File: src/hdl/cpu_cfg_pkg.sv
package cpu_cfg_pkg;

    ////////////////////
    // core widths
    ////////////////////

    // byte address on the fetch side
    typedef logic [31:0] addr_t;

    // one instruction word
    typedef logic [31:0] instr_t;

    ////////////////////
    // boot
    ////////////////////

    // first fetch address after reset
    localparam addr_t DEF_RESET_PC = 32'h1c00_0000;

endpackage

File: src/hdl/fetch_pkg.sv
package fetch_pkg;

    // valid bits of a fetched pair
    // bit 1 is slot 1 (older), bit 0 is slot 2
    typedef logic [1:0] slot_mask_t;

    // word index in a 16-byte line, taken from pc[3:2]
    // the last word has no second slot in the same line
    localparam logic [1:0] LINE_LAST_WORD = 2'd3;

    // pc increments in bytes
    localparam int unsigned PAIR_STEP   = 8; // two words per cycle
    localparam int unsigned SINGLE_STEP = 4; // one word, end of line

endpackage

File: src/hdl/fetch_pair_if.sv
`timescale 1ns/1ps

// one fetched pair between the if2 stage and the instruction buffer
interface fetch_pair_if
    import cpu_cfg_pkg::*;
    import fetch_pkg::*;
();

    addr_t      pc1;   // slot 2 sits at pc1 + 4
    instr_t     ir1;
    instr_t     ir2;
    slot_mask_t valid; // nonzero means a pair is offered

    modport src (
        output pc1,
        output ir1,
        output ir2,
        output valid
    );

    modport dst (
        input pc1,
        input ir1,
        input ir2,
        input valid
    );

endinterface

File: src/hdl/pc_gen.sv
`timescale 1ns/1ps

module pc_gen
    import cpu_cfg_pkg::*;
    import fetch_pkg::*;
#(
    parameter addr_t RESET_PC = DEF_RESET_PC
) (
    input  logic  clk,
    input  logic  i_arst_n,
    input  logic  i_br,
    input  addr_t i_br_pc,
    input  logic  i_hold,
    output addr_t o_pc,
    output logic  o_req
);

    addr_t pc;      // next address to request
    addr_t pc_last; // address of the pair now waiting in if2
    addr_t pc_step;
    logic  req;

    // only one word left in the line
    assign pc_step = (pc[3:2] == LINE_LAST_WORD) ? addr_t'(SINGLE_STEP) : addr_t'(PAIR_STEP);

    always_ff @(posedge clk or negedge i_arst_n) begin
        if (!i_arst_n) begin
            pc      <= RESET_PC;
            pc_last <= RESET_PC;
            req     <= 1'b0;
        end else begin
            req <= 1'b1; // fetch starts right after reset
            if (i_br) begin
                pc      <= i_br_pc; // redirect beats any stall
                pc_last <= i_br_pc;
            end else if (req && !i_hold) begin
                pc      <= pc + pc_step;
                pc_last <= pc;
            end
        end
    end

    // while held, keep asking for the stalled pair so the memory
    // returns its words again in the next cycle
    assign o_pc  = i_hold ? pc_last : pc;
    assign o_req = req;

    ////////////////////
    // checks
    ////////////////////

    assert property (@(posedge clk) disable iff (!i_arst_n) o_pc[1:0] == 2'b00)
        else $error("ERR pc_gen o_pc misaligned %h", o_pc);

endmodule

File: src/hdl/if1_if2_reg.sv
`timescale 1ns/1ps

module if1_if2_reg
    import cpu_cfg_pkg::*;
    import fetch_pkg::*;
(
    input  logic      clk,
    input  logic      i_arst_n,
    input  addr_t     i_pc,
    input  logic      i_req,
    input  logic      i_imem_ready,
    input  instr_t    i_imem_ir1,
    input  instr_t    i_imem_ir2,
    input  logic      i_flush,
    input  logic      i_buf_full,
    output logic      o_hold,
    fetch_pair_if.src pair
);

    addr_t      pc_r;    // address whose words arrive this cycle
    slot_mask_t valid_r;
    slot_mask_t pc_mask;

    // the one place the fetch stall is formed
    assign o_hold = !i_imem_ready || i_buf_full;

    // no second slot on the last word of a line
    assign pc_mask = {1'b1, i_pc[3:2] != LINE_LAST_WORD};

    always_ff @(posedge clk or negedge i_arst_n) begin
        if (!i_arst_n) begin
            valid_r <= '0;
        end else if (i_flush) begin
            valid_r <= '0; // wrong-path pair
        end else if (!o_hold) begin
            valid_r <= i_req ? pc_mask : '0;
        end
    end

    always_ff @(posedge clk) begin
        if (!o_hold) begin
            pc_r <= i_pc;
        end
    end

    // words come straight from memory, paired with the stored pc
    assign pair.pc1   = pc_r;
    assign pair.ir1   = i_imem_ir1;
    assign pair.ir2   = i_imem_ir2;
    assign pair.valid = (i_imem_ready && !i_flush) ? valid_r : '0; // nothing until memory is ready

endmodule

File: src/hdl/instr_buffer.sv
`timescale 1ns/1ps

module instr_buffer
    import cpu_cfg_pkg::*;
    import fetch_pkg::*;
#(
    parameter int unsigned BUF_DEPTH = 4
) (
    input  logic       clk,
    input  logic       i_arst_n,
    fetch_pair_if.dst  pair,
    input  logic       i_flush,
    input  logic       i_pop_stall,
    output logic       o_full,
    output addr_t      o_pc1,
    output addr_t      o_pc2,
    output instr_t     o_ir1,
    output instr_t     o_ir2,
    output slot_mask_t o_valid
);

    localparam int unsigned PTR_W = $clog2(BUF_DEPTH);

    ////////////////////
    // storage
    ////////////////////

    addr_t      pc_q   [BUF_DEPTH];
    instr_t     ir1_q  [BUF_DEPTH];
    instr_t     ir2_q  [BUF_DEPTH];
    slot_mask_t mask_q [BUF_DEPTH];

    logic [PTR_W-1:0] wr_ptr;
    logic [PTR_W-1:0] rd_ptr;
    logic [PTR_W:0]   count; // one extra bit to tell full from empty
    logic             empty;
    logic             push;
    logic             pop;

    assign empty  = (count == '0);
    assign o_full = (count == (PTR_W + 1)'(BUF_DEPTH));
    assign push   = (pair.valid != '0) && !o_full && !i_flush;
    assign pop    = !empty && !i_pop_stall && !i_flush;

    ////////////////////
    // pointers
    ////////////////////

    always_ff @(posedge clk or negedge i_arst_n) begin
        if (!i_arst_n) begin
            wr_ptr <= '0;
            rd_ptr <= '0;
            count  <= '0;
        end else if (i_flush) begin
            wr_ptr <= '0; // drop everything on redirect
            rd_ptr <= '0;
            count  <= '0;
        end else begin
            if (push) begin
                wr_ptr <= wr_ptr + 1'b1; // wraps, depth is a power of two
            end
            if (pop) begin
                rd_ptr <= rd_ptr + 1'b1;
            end
            case ({push, pop})
                2'b10:   count <= count + 1'b1;
                2'b01:   count <= count - 1'b1;
                default: count <= count;
            endcase
        end
    end

    always_ff @(posedge clk) begin
        if (push) begin
            pc_q[wr_ptr]   <= pair.pc1;
            ir1_q[wr_ptr]  <= pair.ir1;
            ir2_q[wr_ptr]  <= pair.ir2;
            mask_q[wr_ptr] <= pair.valid;
        end
    end

    // head of queue to decode
    assign o_pc1   = pc_q[rd_ptr];
    assign o_pc2   = pc_q[rd_ptr] + addr_t'(SINGLE_STEP);
    assign o_ir1   = ir1_q[rd_ptr];
    assign o_ir2   = ir2_q[rd_ptr];
    assign o_valid = empty ? '0 : mask_q[rd_ptr];

    // a pair refused while full must still be offered next cycle
    assert property (@(posedge clk) disable iff (!i_arst_n)
        (pair.valid != '0 && o_full && !i_flush) |=> (i_flush || pair.pc1 == $past(pair.pc1)))
        else $error("ERR instr_buffer pair.pc1 %h dropped while full", $past(pair.pc1));

    // stalled head stays put
    assert property (@(posedge clk) disable iff (!i_arst_n)
        (!empty && i_pop_stall && !i_flush) |=>
            (o_valid == $past(o_valid) && o_pc1 == $past(o_pc1)))
        else $error("ERR instr_buffer o_pc1 %h changed under stall", o_pc1);

endmodule

File: src/hdl/fetch_top.sv
`timescale 1ns/1ps

module fetch_top
    import cpu_cfg_pkg::*;
    import fetch_pkg::*;
#(
    parameter addr_t       RESET_PC  = DEF_RESET_PC,
    parameter int unsigned BUF_DEPTH = 4
) (
    input  logic       clk,
    input  logic       i_arst_n,
    input  logic       i_br,
    input  addr_t      i_br_pc,
    input  logic       i_imem_ready,
    input  instr_t     i_imem_ir1,
    input  instr_t     i_imem_ir2,
    input  logic       i_issue_stall,
    output addr_t      o_imem_addr,
    output logic       o_imem_req,
    output addr_t      o_id_pc1,
    output addr_t      o_id_pc2,
    output instr_t     o_id_ir1,
    output instr_t     o_id_ir2,
    output slot_mask_t o_id_valid
);

    logic hold;     // memory not ready or buffer full
    logic buf_full;

    fetch_pair_if pair_if ();

    pc_gen #(
        .RESET_PC (RESET_PC)
    ) i_pc_gen (
        .clk      (clk),
        .i_arst_n (i_arst_n),
        .i_br     (i_br),
        .i_br_pc  (i_br_pc),
        .i_hold   (hold),
        .o_pc     (o_imem_addr),
        .o_req    (o_imem_req)
    );

    if1_if2_reg i_if1_if2_reg (
        .clk          (clk),
        .i_arst_n     (i_arst_n),
        .i_pc         (o_imem_addr),
        .i_req        (o_imem_req),
        .i_imem_ready (i_imem_ready),
        .i_imem_ir1   (i_imem_ir1),
        .i_imem_ir2   (i_imem_ir2),
        .i_flush      (i_br),
        .i_buf_full   (buf_full),
        .o_hold       (hold),
        .pair         (pair_if.src)
    );

    instr_buffer #(
        .BUF_DEPTH (BUF_DEPTH)
    ) i_instr_buffer (
        .clk         (clk),
        .i_arst_n    (i_arst_n),
        .pair        (pair_if.dst),
        .i_flush     (i_br),
        .i_pop_stall (i_issue_stall),
        .o_full      (buf_full),
        .o_pc1       (o_id_pc1),
        .o_pc2       (o_id_pc2),
        .o_ir1       (o_id_ir1),
        .o_ir2       (o_id_ir2),
        .o_valid     (o_id_valid)
    );

endmodule

File: config.mk
export PLATFORM = sky130hd
export DESIGN_NAME = fetch_top
export DESIGN_NICKNAME = d
export VERILOG_FILES = /design/src/hdl/cpu_cfg_pkg.sv /design/src/hdl/fetch_pkg.sv /design/src/hdl/fetch_pair_if.sv /design/src/hdl/pc_gen.sv /design/src/hdl/if1_if2_reg.sv /design/src/hdl/instr_buffer.sv /design/src/hdl/fetch_top.sv
export SDC_FILE = /design/constraint.sdc
export NUM_CORES = 1
export LEC_CHECK = 0
export BUFFER_PORTS_ARGS = -buffer_cell sky130_fd_sc_hd__buf_2
export CAP_MARGIN = 10
export CORE_MARGIN = 1
export CORE_UTILIZATION = 58
export DETAILED_ROUTE_END_ITERATION = 10
export GPL_TIMING_DRIVEN = 0
export PLACE_DENSITY = 0.85
export SYNTH_ARGS = -nofsm -noshare
export SYNTH_HDL_FRONTEND = slang
export SYNTH_HIERARCHICAL = 1
export SYNTH_SLANG_ARGS = --single-unit
File: constraint.sdc
create_clock -name clk -period 4.55 [get_ports clk]
set_input_delay 0.91 -clock clk [delete_from_list [all_inputs] [get_ports clk]]
set_output_delay 0.91 -clock clk [all_outputs]
set_load 0.01 [all_outputs]
After elaboration in Yosys (flattened, before gate mapping)
Memories as Yosys holds them, arrays and structs flattened.
Index checks and enable logic that the tools add are counted.
Cells by class
  reductions and logical operators: 19
  muxes and demuxes: 19
  equal/unequal tests: 6
  add/sub/neg operators: 6
Operator list (count)
  $mux W32: 5
  $add A32 B3 Y32 const B: 1
  $add A32 B32 Y32: 1
  $mux W2: 9
  $reduce_bool A2 Y1: 4
  $logic_and A1 B1 Y1: 6
  $logic_not A1 Y1: 6
  $pmux W3 S2: 1
  $add A2 B1 Y2 const B: 2
  $eq A2 B2 Y1 const B: 2
  $mux W4: 1
  $ne A2 B2 Y1 const B: 2
  $add A3 B1 Y3 const B: 1
  $eq A3 B3 Y1 const B: 1
  $logic_not A3 Y1: 1
  $mux W3: 1
  $reduce_bool A3 Y1: 1
  $sub A3 B1 Y3 const B: 1
  $eq A2 B1 Y1 const B: 1
  $mux W1: 2
  $logic_or A1 B1 Y1: 1
Word-level totals
  input bits: 101
  memories kept: 4
  register bits: 106
  output and inout bits: 163
  bits in writable memories: 392
  logic and storage cells: 62
Memory list
  i_instr_buffer.ir1_q: words 4, width 32, rd ports 1, clocked after Yosys merged registers in 0, wr ports 1, RTL line instr_buffer.sv:29  | instr_t ir1_q [BUF_DEPTH];
  i_instr_buffer.ir2_q: words 4, width 32, rd ports 1, clocked after Yosys merged registers in 0, wr ports 1, RTL line instr_buffer.sv:30  | instr_t ir2_q [BUF_DEPTH];
  i_instr_buffer.pc_q: words 4, width 32, rd ports 1, clocked after Yosys merged registers in 0, wr ports 1, RTL line instr_buffer.sv:28  | addr_t pc_q [BUF_DEPTH];
  i_instr_buffer.mask_q: words 4, width 2, rd ports 1, clocked after Yosys merged registers in 0, wr ports 1, RTL line instr_buffer.sv:31  | slot_mask_t mask_q [BUF_DEPTH];

Logic depth before layout (Yosys ltp)
  depth in word-level cells: 9
  mapped depth: 9
  mapped depth without buffers: 9

By module
Netlist, hierarchy kept.
Modules (own cells, without submodules)
  instr_buffer: seq. area each 11946.5 sq um, cells each 648, area an instance 15247.1 sq um, instances 1
  pc_gen: seq. area each 1634.1 sq um, cells each 375, area an instance 3574.7 sq um, instances 1
  if1_if2_reg: seq. area each 1011.0 sq um, cells each 108, area an instance 1562.7 sq um, instances 1

Worst setup path after synthesis
Ideal clock, no wire load.
  path kind: input to register
  from: input port i_br
  to: memory i_instr_buffer/ir1_q[0][0] (netlist bit) (enable)
  arrival time: 3952 ps
  path buffers: 0
  slack: 130 ps
  library setup time: 468 ps
  cell stages on the path: 5
  required time: 4082 ps
  path through: and3b_2 nor2_1 or2_2 nor2_1 and2_1
Between the ends
  cells in the longest elaborated chain, start to end: 8
RTL lines
  start, declared: RTL line fetch_top.sv:12  | input logic i_br,
  $logic_not A1 Y1 *: RTL line if1_if2_reg.sv:50, instr_buffer.sv:42
  $logic_and A1 B1 Y1: RTL line if1_if2_reg.sv:50  | assign pair.valid = (i_imem_ready && !i_flush) ? valid_r : '0;
  $mux W2: RTL line if1_if2_reg.sv:50
  $reduce_bool A2 Y1: RTL line instr_buffer.sv:42  | assign push = (pair.valid != '0) && !o_full && !i_flush;
  $logic_and A1 B1 Y1: RTL line instr_buffer.sv:42
  $logic_and A1 B1 Y1 *: RTL line instr_buffer.sv:42
  $mux W1 *: RTL line instr_buffer.sv:74  | if (push) begin
  $mux W1 (implied by the code) *: RTL line instr_buffer.sv:76  | ir1_q[wr_ptr] <= pair.ir1;
  end, declared: RTL line instr_buffer.sv:29
Every way passes the cells marked *; elsewhere a longest branch is shown, timed or not.

Worst setup path in the final report
  from: register i_instr_buffer.count[2]
  to: output port o_imem_addr[27]
Between the ends
  cells in the longest elaborated chain, start to end: 3
RTL lines
  start, declared: RTL line instr_buffer.sv:35  | logic [PTR_W:0] count;
  start signal, assigned: RTL line instr_buffer.sv:66  | 2'b10: count <= count + 1'b1;
  start signal, assigned: RTL line instr_buffer.sv:67  | 2'b01: count <= count - 1'b1;
  start signal, assigned: RTL line instr_buffer.sv:68  | default: count <= count;
  $eq A3 B3 Y1: RTL line instr_buffer.sv:41  | assign o_full = (count == (PTR_W + 1)'(BUF_DEPTH));
  named net buf_full: RTL line fetch_top.sv:28  | logic buf_full;
  $logic_or A1 B1 Y1: RTL line if1_if2_reg.sv:25  | assign o_hold = !i_imem_ready || i_buf_full;
  named net hold: RTL line fetch_top.sv:27  | logic hold;
  $mux W32: RTL line pc_gen.sv:45  | assign o_pc = i_hold ? pc_last : pc;
  end, declared: RTL line fetch_top.sv:18  | output addr_t o_imem_addr,
The timed path passes the listed nets, and every way through them passes these cells.

==> flow_summary.ini <==
[detailed_routing]
vias = 11214
drt_iter0_drc = 962
avgViaCountPerCell = 5.97
wire_per_inst_um = 24.0
drtPass1Iterations = 5
ant_nets = 0
drc = 0
wirelength_um = 45000

[job]
max-cap-violations = 0

[timing]
hold_viol = 0
setup_tns_ns = 0
min_period_ns = 4.31
tightest_slew_ns = 0.991
max_slew_margin_pct = 33.8
clock.fmax_mhz = 232
rsz0062_at_grt = false
fin_skew_ns = 0.0216
period_share_pct = 94.8
slew_viol_final = 0
finalSetupViolations = 0

[clock_tree]
h-tree-depth = 2
cts-root-buf = clkbuf_16
holdBufCountCts = 0
cts_buffer_depth = 3
cts_made_buffers = 48
cts_tree = built
cts.clk_slew.worst_paths_ns = 0.06
cts_sinks = 498
clock_latency_ns = 0.58
cts_resized = 0
cts_setup_buffers = 0

[pwr]
max-vdd-ir-drop_v = 0.000443
p_per_area_nw_per_um2 = 505
p_leak_nw = 8.37

[synth]
yosys-top-cells-area = edfxtp_1 (62%), mux4_2 (10%), dfrtp_1 (8.3%)
synthMostInstantiatedCell = edfxtp_1
synth_top_area_cell = edfxtp_1
netlist_area_um2 = 20400
yosys.area.top_type_share_pct = 62.5
ys_top_cells_by_count = edfxtp_1 (424), mux4_2 (92), nand2_1 (77)
ys_ff_latch = 498
synth_ff_type = edfxtp_1
yosys_warnings = 6
syn_inst = 1131
syn_avg_cell_area_um2 = 18.0
async_flop_share_pct = 14.9
syn-num-nets = 1238
synth_edf_count = 424
synth.distinct_cells = 59
ys_seq_area_share_pct = 71.6

[global_routing]
grt_use_total_pct = 25.3
overflow = 0
grt_busiest_layer = met2
grt_util_met1_pct = 34.4
grt_use_met2_pct = 41.5
grt_max_degree = 71
grt_pass1_vias = 11107
grt_pass1_wl_um = 67000
use_met3_pct = 4.89
antenna_found_initial = 1

[status]
status = finished, final reports clean

[worst_setup_path]
end_kind = output pin
rrSetupSlack_ns = 1.39
reg2regPathDepth = 9
criticalPathCategory = flop to output pin
worstPathRequired_ns = 3.64
critPathArrivalTime_ns = 3.40
reg2reg_from = i_instr_buffer/count[0]$_DFFE_PN0P_
startpoint_type = flop
timing.rr.end = i_if1_if2_reg/valid_r[0]$_DFFE_PN0P_
critical_path.max_fanout = 36

[final_layout]
num-fill-cells = 2231
fin_util_pct = 68.6
regArea_um2 = 14600
syn_to_final_growth_pct = 16.2
drive_gt1_share_pct = 37.6
multiInputGateArea_um2 = 4960
nets = 1492
diodes = 0

[worst_hold_path]
hold_path_class = input pin to async pin

[placed_design]
place.gp.congestion = 0.908
dp_hpwl_um = 29000
port_buffers = 199

[die]
die_area_um2 = 35900
die_w_um = 189
num_io_pins = 264
rows = 68
dieHeight_um = 189
start_util_pct = 59.0
core_area_um2 = 34500
flip-flops by register name (all words and copies together) (netlist names):
name                    flops
i_if1_if2_reg/valid_r       2
i_instr_buffer/rd_ptr       2
i_instr_buffer/wr_ptr       2
i_pc_gen/pc                32
i_pc_gen/o_req              1
i_instr_buffer/ir2_q      128
i_instr_buffer/ir1_q      128
i_instr_buffer/mask_q       8
i_if1_if2_reg/pair.pc1     32
i_pc_gen/pc_last           32
i_instr_buffer/pc_q       128
i_instr_buffer/count        3
power breakdown:
group          internal (mW)  switching [mW]  total (mW)
Combinational           1.15            1.42        2.56
Clock                   2.28            1.67        3.95
Sequential              5.28           0.170        5.45
Total                   8.71            3.26        12.0
stage by stage:
| step | hold WS [ns] | cell area, um2 | total power, mW | std cells | setup WS [ns] |
|---|---|---|---|---|---|
| finish | 0.155 | 23700 | 12.0 | 1879 | 0.235 |
| global route | 0.147 | 23700 | 12.4 | 1879 | 0.0870 |
| CTS | 0.141 | 23700 | 12.0 | 1879 | 0.0206 |
| detailed placement | 0.492 | 22100 | 8.10 | 1790 | 0.316 |
| global placement | 0.467 | 21900 | 8.02 | 1785 | -1.83 |
| floorplan | 0.459 | 20400 | 7.16 | 1131 | 0.130 |
final cells by class:
class,instances,area share (%)
flip-flops and latches,498,61.6
clock inverters,28,1.15
plain buffers,120,3.36
repair buffers,204,4.80
inverters,12,0.190
clock buffers,61,5.54
well taps,455,2.40
multi-input cells,501,21.0
cells by family after synthesis:
kind of cell	after synthesis	share of synthesized area (%)
buffers and inverters	132	4.11
flip-flops	498	71.6
AO/OA/AOI/OAI	69	2.25
other	1	0.0184
adder cells (fa/ha/maj)	6	0.405
AND/OR/NAND/NOR	245	6.72
XOR/XNOR	43	1.85
multiplexers	137	13.1
layout by cell type, fill, tap and decap left out, drive strengths merged, types with 20 or more instances in the layout:
cell | synthesis | layout
nor2 | 49 | 49
xnor2 | 26 | 26
a31oi | 28 | 28
mux4 | 98 | 98
buf | 101 | 303
edfxtp | 424 | 424
mux2 | 34 | 34
and4 | 20 | 20
nor3 | 24 | 24
nand2 | 78 | 78
dfrtp | 68 | 68
clkbuf | 19 | 82
worst max-delay path, stage by stage, from the launching register on:
cell	delay (ns)
dfrtp_1	0.40
nor3b_1	0.19
nor2b_4	0.78
inv_1	0.12
clkbuf_1	0.31
clkbuf_2	0.34
o21ai_0	0.46
buf_2	0.22
per-layer routing:
layer / wire (um) / vias to the layer above
met5: 10 / -
met4: 1140 / 2
met3: 3500 / 79
met2: 22300 / 504
met1: 18100 / 5748
li1: - / 4881
how the worst max path moves through the flow:
stage,depth (start not counted),start,endpoint
final,7,i_instr_buffer/count[2]$_DFFE_PN0P_,o_imem_addr[27]
after detailed placement,7,i_imem_ready,o_imem_addr[27]
after floorplan,5,i_br,i_instr_buffer/ir1_q[0][0]$_DFFE_PP_
after global placement,6,i_br,i_instr_buffer/ir1_q[1][21]$_DFFE_PP_
after global routing,7,i_instr_buffer/count[0]$_DFFE_PN0P_,o_imem_addr[11]
after CTS,7,i_instr_buffer/count[0]$_DFFE_PN0P_,o_imem_addr[24]
Note: power is estimated with default switching activity, not from simulation.
